File: src/rtl/revo_pkg.sv
package revo_pkg;

	// Timing, in clock127 cycles
	localparam int RESET_HOLD_CYCLES  = 64;
	localparam int TRG_MAX_DURATION   = 8;
	localparam int QUIET_CYCLES       = 8;
	localparam int SYNC_STAGES        = 2;
	localparam int LED_STRETCH_CYCLES = 32;

	// Calibration word geometry
	localparam int CAL_WORD_BITS = 8;

	typedef logic [CAL_WORD_BITS-1:0] cal_word_t;

	// Position inside the calibration word
	typedef logic [$clog2(CAL_WORD_BITS)-1:0] cal_index_t;

	// Accepted markers, wraps at 16
	typedef logic [3:0] trig_count_t;

	// Pulse length and quiet length
	typedef logic [3:0] run_len_t;

	typedef logic [6:0] hold_count_t;

	typedef logic [5:0] stretch_count_t;

	// Qualifier FSM
	typedef enum logic [1:0] {
		Q_WAIT_QUIET,
		Q_IDLE,
		Q_HIGH,
		Q_REJECT
	} qual_state_t;

endpackage

File: src/rtl/reset_sequencer.sv
`timescale 1ns/1ns

module reset_sequencer (
	input  logic clock127,
	input  logic arst_n,
	output logic ready
);

	revo_pkg::hold_count_t hold_count;

	// Datapath stays off until the hold time has elapsed
	always_ff @(posedge clock127 or negedge arst_n) begin
		if (!arst_n) begin
			hold_count <= '0;
			ready      <= 1'b0;
		end else if (!ready) begin
			if (hold_count == revo_pkg::hold_count_t'(revo_pkg::RESET_HOLD_CYCLES - 1)) begin
				ready <= 1'b1;
			end else begin
				hold_count <= hold_count + 1'b1;
			end
		end
	end

endmodule

File: src/rtl/revo_pulse_qualifier.sv
`timescale 1ns/1ns

module revo_pulse_qualifier (
	input  logic clock127,
	input  logic arst_n,
	input  logic ready,
	input  logic revo_in,
	output logic trig
);

	logic [revo_pkg::SYNC_STAGES-1:0] sync_q;
	logic                             revo_s;
	revo_pkg::qual_state_t            state;
	revo_pkg::run_len_t               run_len;
	logic                             accept;

	// Strobe comes from a remote source
	always_ff @(posedge clock127 or negedge arst_n) begin
		if (!arst_n) begin
			sync_q <= '0;
		end else begin
			sync_q <= {sync_q[revo_pkg::SYNC_STAGES-2:0], revo_in};
		end
	end

	assign revo_s = sync_q[revo_pkg::SYNC_STAGES-1];

	// run_len counts low samples while waiting for quiet, high samples during a pulse
	always_ff @(posedge clock127 or negedge arst_n) begin
		if (!arst_n) begin
			state   <= revo_pkg::Q_WAIT_QUIET;
			run_len <= '0;
			accept  <= 1'b0;
		end else if (!ready) begin
			state   <= revo_pkg::Q_WAIT_QUIET;
			run_len <= '0;
			accept  <= 1'b0;
		end else begin
			accept <= 1'b0;
			case (state)
				revo_pkg::Q_WAIT_QUIET: begin
					// Any high sample restarts the quiet period
					if (revo_s) begin
						run_len <= '0;
					end else if (run_len ==
							revo_pkg::run_len_t'(revo_pkg::QUIET_CYCLES - 1)) begin
						state   <= revo_pkg::Q_IDLE;
						run_len <= '0;
					end else begin
						run_len <= run_len + 1'b1;
					end
				end
				revo_pkg::Q_IDLE: begin
					if (revo_s) begin
						state   <= revo_pkg::Q_HIGH;
						run_len <= revo_pkg::run_len_t'(1);
					end
				end
				revo_pkg::Q_HIGH: begin
					if (!revo_s) begin
						// Short pulse has ended, this low sample starts the next quiet
						accept  <= 1'b1;
						state   <= revo_pkg::Q_WAIT_QUIET;
						run_len <= revo_pkg::run_len_t'(1);
					end else if (run_len ==
							revo_pkg::run_len_t'(revo_pkg::TRG_MAX_DURATION)) begin
						state   <= revo_pkg::Q_REJECT;
						run_len <= '0;
					end else begin
						run_len <= run_len + 1'b1;
					end
				end
				revo_pkg::Q_REJECT: begin
					if (!revo_s) begin
						state   <= revo_pkg::Q_WAIT_QUIET;
						run_len <= revo_pkg::run_len_t'(1);
					end
				end
				default: begin
					state   <= revo_pkg::Q_WAIT_QUIET;
					run_len <= '0;
				end
			endcase
		end
	end

	// Decision register
	always_ff @(posedge clock127 or negedge arst_n) begin
		if (!arst_n) begin
			trig <= 1'b0;
		end else begin
			trig <= accept & ready;
		end
	end

endmodule

File: src/rtl/revo_clock_encoder.sv
`timescale 1ns/1ns

module revo_clock_encoder (
	input  logic clock127,
	input  logic arst_n,
	input  logic ready,
	input  logic trig,
	output logic clk_fwd_rise_bit,
	output logic clk_fwd_fall_bit
);

	// DDR pair of the forwarded clock
	// Rise bit 0 and fall bit 1 give one full period per clock127 cycle
	// A marker removes the rising edge that the 0 to 1 step would produce
	always_ff @(posedge clock127 or negedge arst_n) begin
		if (!arst_n) begin
			clk_fwd_rise_bit <= 1'b0;
			clk_fwd_fall_bit <= 1'b0;
		end else if (!ready) begin
			clk_fwd_rise_bit <= 1'b0;
			clk_fwd_fall_bit <= 1'b0;
		end else begin
			clk_fwd_rise_bit <= 1'b0;
			clk_fwd_fall_bit <= ~trig;
		end
	end

endmodule

File: src/rtl/calibration_serializer.sv
`timescale 1ns/1ns

module calibration_serializer (
	input  logic                clock127,
	input  logic                arst_n,
	input  logic                ready,
	input  revo_pkg::cal_word_t cal_word,
	output logic                cal_bit,
	output logic                cal_word_start
);

	revo_pkg::cal_word_t  shift_q;
	revo_pkg::cal_index_t bit_idx;

	// bit_idx is the number of bits still to follow the one on cal_bit
	always_ff @(posedge clock127 or negedge arst_n) begin
		if (!arst_n) begin
			shift_q        <= '0;
			bit_idx        <= '0;
			cal_word_start <= 1'b0;
		end else if (!ready) begin
			shift_q        <= '0;
			bit_idx        <= '0;
			cal_word_start <= 1'b0;
		end else if (bit_idx == '0) begin
			// Word boundary, pick up the current word
			shift_q        <= cal_word;
			bit_idx        <= revo_pkg::cal_index_t'(revo_pkg::CAL_WORD_BITS - 1);
			cal_word_start <= 1'b1;
		end else begin
			shift_q        <= {shift_q[revo_pkg::CAL_WORD_BITS-2:0], 1'b0};
			bit_idx        <= bit_idx - 1'b1;
			cal_word_start <= 1'b0;
		end
	end

	// MSB first
	assign cal_bit = shift_q[revo_pkg::CAL_WORD_BITS-1];

endmodule

File: src/rtl/status_indicator.sv
`timescale 1ns/1ns

module status_indicator (
	input  logic                  clock127,
	input  logic                  arst_n,
	input  logic                  ready,
	input  logic                  trig,
	output logic                  led_ready,
	output logic                  led_trig,
	output revo_pkg::trig_count_t trig_count
);

	revo_pkg::stretch_count_t stretch;

	// A new trigger restarts the stretch
	always_ff @(posedge clock127 or negedge arst_n) begin
		if (!arst_n) begin
			stretch <= '0;
		end else if (!ready) begin
			stretch <= '0;
		end else if (trig) begin
			stretch <= revo_pkg::stretch_count_t'(revo_pkg::LED_STRETCH_CYCLES);
		end else if (stretch != '0) begin
			stretch <= stretch - 1'b1;
		end
	end

	assign led_trig = (stretch != '0);

	always_ff @(posedge clock127 or negedge arst_n) begin
		if (!arst_n) begin
			led_ready  <= 1'b0;
			trig_count <= '0;
		end else begin
			led_ready <= ready;
			if (!ready) begin
				trig_count <= '0;
			end else if (trig) begin
				trig_count <= trig_count + 1'b1; // wraps
			end
		end
	end

endmodule

File: src/rtl/revo_encoder_top.sv
`timescale 1ns/1ns

module revo_encoder_top (
	input  logic                  clock127,
	input  logic                  arst_n,
	input  logic                  revo_in,
	input  revo_pkg::cal_word_t   cal_word,
	output logic                  clk_fwd_rise_bit,
	output logic                  clk_fwd_fall_bit,
	output logic                  trig_out,
	output logic                  cal_bit,
	output logic                  cal_word_start,
	output logic                  led_ready,
	output logic                  led_trig,
	output revo_pkg::trig_count_t trig_count
);

	logic ready;

	reset_sequencer u_reset_sequencer (
		.clock127 (clock127),
		.arst_n   (arst_n),
		.ready    (ready)
	);

	// trig_out doubles as the internal marker strobe
	revo_pulse_qualifier u_revo_pulse_qualifier (
		.clock127 (clock127),
		.arst_n   (arst_n),
		.ready    (ready),
		.revo_in  (revo_in),
		.trig     (trig_out)
	);

	revo_clock_encoder u_revo_clock_encoder (
		.clock127         (clock127),
		.arst_n           (arst_n),
		.ready            (ready),
		.trig             (trig_out),
		.clk_fwd_rise_bit (clk_fwd_rise_bit),
		.clk_fwd_fall_bit (clk_fwd_fall_bit)
	);

	calibration_serializer u_calibration_serializer (
		.clock127       (clock127),
		.arst_n         (arst_n),
		.ready          (ready),
		.cal_word       (cal_word),
		.cal_bit        (cal_bit),
		.cal_word_start (cal_word_start)
	);

	status_indicator u_status_indicator (
		.clock127   (clock127),
		.arst_n     (arst_n),
		.ready      (ready),
		.trig       (trig_out),
		.led_ready  (led_ready),
		.led_trig   (led_trig),
		.trig_count (trig_count)
	);

endmodule

File: config.mk
export PLATFORM = sky130hd
export DESIGN_NAME = revo_encoder_top
export DESIGN_NICKNAME = d
export VERILOG_FILES = /design/src/rtl/revo_pkg.sv /design/src/rtl/reset_sequencer.sv /design/src/rtl/revo_pulse_qualifier.sv /design/src/rtl/revo_clock_encoder.sv /design/src/rtl/calibration_serializer.sv /design/src/rtl/status_indicator.sv /design/src/rtl/revo_encoder_top.sv
export SDC_FILE = /design/constraint.sdc
export NUM_CORES = 1
export LEC_CHECK = 0
export BUFFER_PORTS_ARGS = -buffer_cell sky130_fd_sc_hd__clkbuf_2
export CORE_MARGIN = 2
export CORE_UTILIZATION = 55
export DETAILED_ROUTE_END_ITERATION = 10
export GPL_TIMING_DRIVEN = 1
export PLACE_DENSITY = 0.76
export SYNTH_ARGS = -nofsm -noshare
export SYNTH_HDL_FRONTEND = slang
export SYNTH_SLANG_ARGS = --single-unit
File: constraint.sdc
create_clock -name clock127 -period 2.58 [get_ports clock127]
set_input_delay 0.258 -clock clock127 [delete_from_list [all_inputs] [get_ports clock127]]
set_output_delay 0.258 -clock clock127 [all_outputs]
set_load 0.01 [all_outputs]
==> metrics.txt, run 1 <==
status=completed; post-route ant nets=0; Setup Viol. Count Final=0; Synth Cell Area=1912 sq um; Routed WL=3150 um; Inserted Diodes=0; Max Slew Vio Count=0; CTS sink cnt=42; Area growth, synth to finish=9.948%; final hold vios=0; critical path class=flip-flop to output pin; pin count of the biggest net entering global routing=43; Tot GR Track Use=18.37%; FMAX=510.0 MHz; placed instance count=248; Die X=62.96 um; ys flop type=dfrtp_1; Worst-Margin Slew=0.9788 ns; top-area cell type share of the netlist area=54.97%; unrepaired setup endpoints after global routing=no; Async SR Flop Fraction=100.0%; Worst Setup End Kind=output pin; CP max FO=5; cts repair resizes=0; DRT iter0 DRCs=67; Leakage=0.001003 uW; initial core utilization=57.29%; Final TNS setup=0 ns; H-tree Lvls=2; Post-CTS Setup Bufs=0; Synth Register Bits=42; Worst-Skew Late Latency=0.35 ns; TritonCTS clock tree=done; Slew HR=34.75%; CP startpoint kind=flip-flop; layout cell share with drive strength beyond 1=15.17%; port bufs=20; via count=1349; gr ovfl total=0; fin crit share=76.00%; post-synthesis sequential area ratio=54.97%; initial antenna violation count=0; Post-Layout Cell Count=257; pre-CTS WS=0.9885 ns; DR vias/cell=5.249; num rows=21; top cells by area, synth=dfrtp_1 55%, nand2_1 5.3%, ha_1 5.2%, a21oi_1 3.9%, nor2_1 3.3%; Placeable Area=3337 sq um; Boundary Pins=22; Syn Area/Cell=10.12 sq um; Synthesis Warnings=0; Commonest cells post-synth=42 x dfrtp_1, 27 x nand2_1, 17 x nor2_1; Worst Skew=0.009501 ns; Mapped Cells=189; clk root buf=clkbuf_4; fillers=292; first-pass GRT wire length=5616 um; Crit path arrival time=1.70 ns; total power draw=1019 uW; Synthesized Nets=208; vias in the first global route=1276; worst setup margin=0.6191 ns; top-count cell post-synth=dfrtp_1; CTS buffer count=5; Cell Pwr Density=484.6 nW/um^2; Nets=229; fin util=62.99%; number of synthesized flops with an enable pin=0; DP HPWL=2269 um; Worst VDD drop=229.5 uV; First-pass DRT Iterations=4; Worst-path clk slew=0.11 ns; Tmin final=1.961 ns; MaxCap Viol Count=0; Chip Height=62.96 um; RePlAce Congestion=0.8688; dominant cell type by area after synthesis=dfrtp_1; Synth cell types=39; worst path required time=2.32 ns; Hold/Removal Path Class=primary input to async pin; Die Footprint=3964 sq um; # DRC=0; DR WL/cell=12.26 um; Clock Tree Buf Depth=2
-- cell usage in the layout, fill, tap and decap left out, types with 8 or more instances in the layout --
cell type / n
dfrtp_1: 42
nand2_1: 27
clkbuf_2: 20
nor2_1: 17
a21oi_1: 15
inv_1: 11
ha_1: 8
-- flip-flops by register name, indices dropped and copies added (netlist names) --
name / count
u_calibration_serializer.cal_word_start: 1
u_reset_sequencer.hold_count: 7
u_revo_pulse_qualifier.run_len: 4
u_status_indicator.trig_count: 4
u_status_indicator.stretch: 6
u_status_indicator.led_ready: 1
u_reset_sequencer.ready: 1
u_revo_pulse_qualifier.sync_q: 2
u_revo_pulse_qualifier.accept: 1
u_revo_clock_encoder.clk_fwd_fall_bit: 1
u_revo_pulse_qualifier.state: 2
u_revo_pulse_qualifier.trig: 1
u_calibration_serializer.bit_idx: 3
u_calibration_serializer.shift_q: 8
-- per-stage QoR --
| stage | cell area, sq um | hold WS, ns |
|---|---|---|
| floorplan | 1912 | -0.03759 |
| global placement | 2032 | 0.3372 |
| detailed placement | 2032 | 0.3347 |
| CTS | 2092 | 0.004295 |
| global route | 2102 | 0.1037 |
| finish | 2102 | 0.04868 |
-- what timing repair did --
| action | in CTS | in global routing |
|---|---|---|
| hold endpoints to repair | 0 | 1 |
| setup endpoints to repair | 0 | 0 |
| hold buffers | 0 | 1 |
-- kinds of logic (layout without fill, tap and decap cells) --
| group | after synthesis | in the layout | share of synthesized area (%) |
|---|---|---|---|
| muxes | 4 | 4 | 2.225 |
| buffers and inverters | 20 | 42 | 4.712 |
| DFF | 42 | 42 | 54.97 |
| and+or+nand+nor | 74 | 74 | 18.65 |
| other | 1 | 1 | 0.1961 |
| xor gates and xnor gates | 10 | 10 | 4.581 |
| adders and majority gates | 8 | 8 | 5.236 |
| AOI/OAI and AO/OA | 30 | 30 | 9.424 |
-- critical path, cell delays in order, from the launching register on --
cell and delay (ns):
dfrtp_1 0.42, inv_1 0.11, ha_1 0.17, nor3b_1 0.31, nand2_1 0.20, clkbuf_2 0.17
-- final cells by class --
type | instances | area, sq um | area share (%)
Clock buffer | 7 | 55.05 | 2.619
Clock inverter | 1 | 5.005 | 0.2381
Inverter | 12 | 45.04 | 2.143
Multi-Input combinational cell | 127 | 770.7 | 36.67
Sequential cell | 42 | 1051 | 50.00
Tap cell | 46 | 57.56 | 2.738
Timing Repair Buffer | 22 | 117.6 | 5.595
-- layer usage --
layer / global-route usage, % / routed length (um) / up-vias
li1: - / - / 670
met1: 23.33 / 1461 / 630
met2: 29.79 / 1490 / 40
met3: 4.324 / 136 / 9
met4: 8.333 / 62 / 0
met5: 0 / 0 / -
-- final timing paths --
path	cells past startpoint	from	to	slack, ns
min reg2reg	0	u_revo_pulse_qualifier.sync_q[0]$_DFF_PN0_	u_revo_pulse_qualifier.sync_q[1]$_DFF_PN0_	0.36
min	1	arst_n	u_status_indicator.trig_count[2]$_DFFE_PN0N_	0.05
max	5	u_status_indicator.stretch[0]$_DFFE_PN0P_	led_trig	0.62
max in group asynchronous	1	arst_n	u_status_indicator.led_ready$_DFF_PN0_	1.93
max reg2reg	6	u_status_indicator.stretch[0]$_DFFE_PN0P_	u_status_indicator.stretch[0]$_DFFE_PN0P_	1.03
min in group clock127	3	cal_word[7]	u_calibration_serializer.shift_q[7]$_DFF_PN0_	0.12
-- report_power, final --
| group | switching [uW] | internal (uW) | leakage (uW) |
|---|---|---|---|
| registers | 1.93 | 660 | 0.000568 |
| logic | 17.7 | 9.62 | 0.000400 |
| clock network | 197 | 132 | 0.0000353 |
Power figures use the tool's default switching activity.
==> run 2: changes to the inputs <==
- ABC_AREA: not set -> 1
- PLACE_DENSITY: 0.76 -> 0.75
- clock period: 2.58 -> 1.9 ns (I/O delays scaled with it)
==> metrics.txt, run 2 <==
port bufs=20 (unchanged); post-route ant nets=0 (unchanged); Top Registers=u_calibration_serializer.shift_q: 8 flops, u_reset_sequencer.hold_count: 7 flops, u_status_indicator.stretch: 6 flops; CP max FO=14 (+9); initial antenna violation count=0 (unchanged); clk root buf=clkbuf_8; Commonest cells post-synth=52 x nand2_1, 42 x dfrtp_1, 27 x nor2_1; num rows=22 (+4.8%); Worst-path clk slew=0.08 ns (-0.03 ns); Syn Area/Cell=8.737 sq um (-14%); TritonCTS clock tree=done; Synth cell types=30 (-23%); worst path required time=2.09 ns (-0.23 ns); vias in the first global route=1448 (+13%); First-pass DRT Iterations=4 (unchanged); Worst Setup End Kind=flip-flop; Routed WL=3343 um (+6.1%); max FFs per register=8 (unchanged); DP HPWL=2448 um (+7.9%); pin count of the biggest net entering global routing=23 (-47%); worst setup margin=0.4248 ns (-0.1943 ns); Die Footprint=4238 sq um (+6.9%); fin crit share=77.64%; final hold vios=0 (unchanged); Mapped Cells=235 (+24%); CTS sink cnt=42 (unchanged); Clock Tree Buf Depth=2 (unchanged); Critical Path Max Stage Delay=0.63 ns (+0.21 ns); Top cell by count, worst path=inv_2; most common cell after layout, fill and taps aside=nand2_1; layout cell share with drive strength beyond 1=18.77% (+3.6 points); top-area cell type share of the netlist area=51.19% (-3.8 points); initial core utilization=56.51% (-0.78 points); Placeable Area=3633 sq um (+8.9%); top-count cell post-synth=nand2_1; Worst-Margin Slew=0.5126 ns (-0.4662 ns); Cell Pwr Density=663.2 nW/um^2 (+37%); number of synthesized flops with an enable pin=0 (unchanged); critical path class=flip-flop to flip-flop; ys flop type=dfrtp_1; # DRC=0 (unchanged); Nets=279 (+22%); Synthesis Warnings=0 (unchanged); Slew HR=65.83% (+31 points); via count=1525 (+13%); crit path cell chain=inv_2 -> nor2_4 -> inv_2 -> nor2_2 -> nor2_1 -> nand2_1 -> inv_1; dominant cell type by area after synthesis=dfrtp_1; Post-CTS Setup Bufs=0 (unchanged); CTS buffer count=5 (unchanged); Die X=65.10 um (+3.4%); DR WL/cell=10.82 um (-12%); top cells by area, synth=dfrtp_1 51%, nand2_1 9.5%, nor2_1 4.9%, ha_1 4.9%, inv_1 4.0%; post-synthesis sequential area ratio=51.19% (-3.8 points); Async SR Flop Fraction=100.0% (unchanged); Setup Viol. Count Final=0 (unchanged); Worst VDD drop=371.3 uV (+62%); FMAX=677.9 MHz; Synth Cell Area=2053 sq um (+7.4%); Inserted Diodes=0 (unchanged); RePlAce Congestion=0.8277 (-4.7%); Worst Skew=0.002603 ns (-0.006898 ns); MaxCap Viol Count=0 (unchanged); Hold/Removal Path Class=primary input to flip-flop; gr ovfl total=0 (unchanged); Worst-Skew Late Latency=0.29 ns (-0.06 ns); Boundary Pins=22 (unchanged); Tmin final=1.475 ns; H-tree Lvls=2 (unchanged); Crit path arrival time=1.67 ns (-0.03 ns); cts repair resizes=0 (unchanged); fillers=314 (+7.5%); Crit-path slowest cell=dfrtp_1; DR vias/cell=4.935 (-6.0%); pre-CTS WS=0.4417 ns (-0.5468 ns); DRT iter0 DRCs=58 (-13%); Synthesized Nets=254 (+22%); Largest Register=u_calibration_serializer.shift_q; CP startpoint kind=flip-flop; Synth Register Bits=42 (unchanged); Max Slew Vio Count=0 (unchanged); Leakage=0.001199 uW (+20%); status=completed; Chip Height=65.10 um (+3.4%); most frequent cells in the layout=52 x nand2_1, 42 x dfrtp_1, 27 x nor2_1, 22 x inv_1, 20 x clkbuf_2; first-pass GRT wire length=6078 um (+8.2%); Tot GR Track Use=18.71% (+0.34 points); Final TNS setup=0 ns (unchanged); Area growth, synth to finish=12.31%; unrepaired setup endpoints after global routing=no
==> run 2: cell types whose count changed after synthesis, moves of 5 or more <==
cell	delta
clkbuf_1	-5
nand4_1	+5
inv_1	+11
nand3_1	+6
o21ai_0	+9
nor2_1	+10
nand2_1	+25
a21oi_1	-5
==> run 2: per-stage QoR <==
| step | std cells | cell area (sq um) | utilization (%) | hold slack (ns) | power (uW) |
|---|---|---|---|---|---|
| global placement | 299 | 2191 | 60.30 | 0.1952 | 959.0 |
| global route | 309 | 2306 | 63.46 | 0.1247 | 1594 |
| floorplan | 235 | 2053 | - | -0.1056 | 927.0 |
| detailed placement | 299 | 2191 | 60.30 | 0.1934 | 959.6 |
| CTS | 308 | 2296 | 63.19 | 0.001129 | 1549 |
| finish | 309 | 2306 | 63.46 | 0.1027 | 1529 |
==> run 2: report_power, final <==
group | leakage (uW) | switching (uW) | internal, uW
Clock | 0.0000472 | 295 | 292
Combinational | 0.000584 | 26.9 | 18.5
Sequential | 0.000568 | 2.09 | 895
Total | 0.00120 | 324 | 1210
==> run 2: per-layer routing <==
| metal | wire length, um | vias to the layer above | part of all wire (%) | GRT usage (%) |
|---|---|---|---|---|
| met2 | 1617 | 27 | 48 | 30.93 |
| met1 | 1592 | 704 | 48 | 23.97 |
| li1 | - | 792 | - | - |
| met3 | 113 | 2 | 3.4 | 5.822 |
| met4 | 19 | 0 | 0.57 | 5.208 |
| met5 | 0 | - | 0 | 0 |
==> run 2: timing repair <==
action,CTS,global route
endpoints found under the setup margin,0,0
hold endpoints to repair,20,1
hold buffers,1,1
==> run 2: layout make-up <==
class / instances / area, sq um / share of cell area [%]
well taps: 48 / 60.06 / 2.604
repair buffers: 24 / 147.6 / 6.403
clock inverters: 2 / 12.51 / 0.5426
clock buffers: 6 / 82.58 / 3.581
inverters: 28 / 105.1 / 4.558
flip-flops and latches: 42 / 1051 / 45.58
multi-input cells: 159 / 847.1 / 36.73
==> run 2: final timing paths <==
check / startpoint / endpoint / slack (ns) / cells past startpoint
max: u_reset_sequencer.ready$_DFF_PN0_ / u_status_indicator.stretch[5]$_DFFE_PN0P_ / 0.42 / 7
min: cal_word[0] / u_calibration_serializer.shift_q[0]$_DFF_PN0_ / 0.10 / 3
max reg2reg: u_reset_sequencer.ready$_DFF_PN0_ / u_status_indicator.stretch[5]$_DFFE_PN0P_ / 0.42 / 7
min reg2reg: u_revo_pulse_qualifier.sync_q[0]$_DFF_PN0_ / u_revo_pulse_qualifier.sync_q[1]$_DFF_PN0_ / 0.35 / 0
max in group asynchronous: arst_n / u_revo_pulse_qualifier.run_len[3]$_DFFE_PN0P_ / 1.02 / 3
min in group asynchronous: arst_n / u_calibration_serializer.shift_q[4]$_DFF_PN0_ / 0.40 / 2
==> run 2: kinds of logic after synthesis <==
kind of cell               synth area share, %
xor gates and xnor gates                 2.133
adders and majority gates                4.875
other                                   0.1826
and+or+nand+nor                          25.96
DFF                                      51.19
AOI/OAI and AO/OA                        8.105
buffers and inverters                    7.556
==> run 2: critical path, delay by kind of cell, from the launching register on <==
family,cells,cell delay [ns]
simple gates,4,0.44
flops,1,0.63
buf+inv,3,0.31
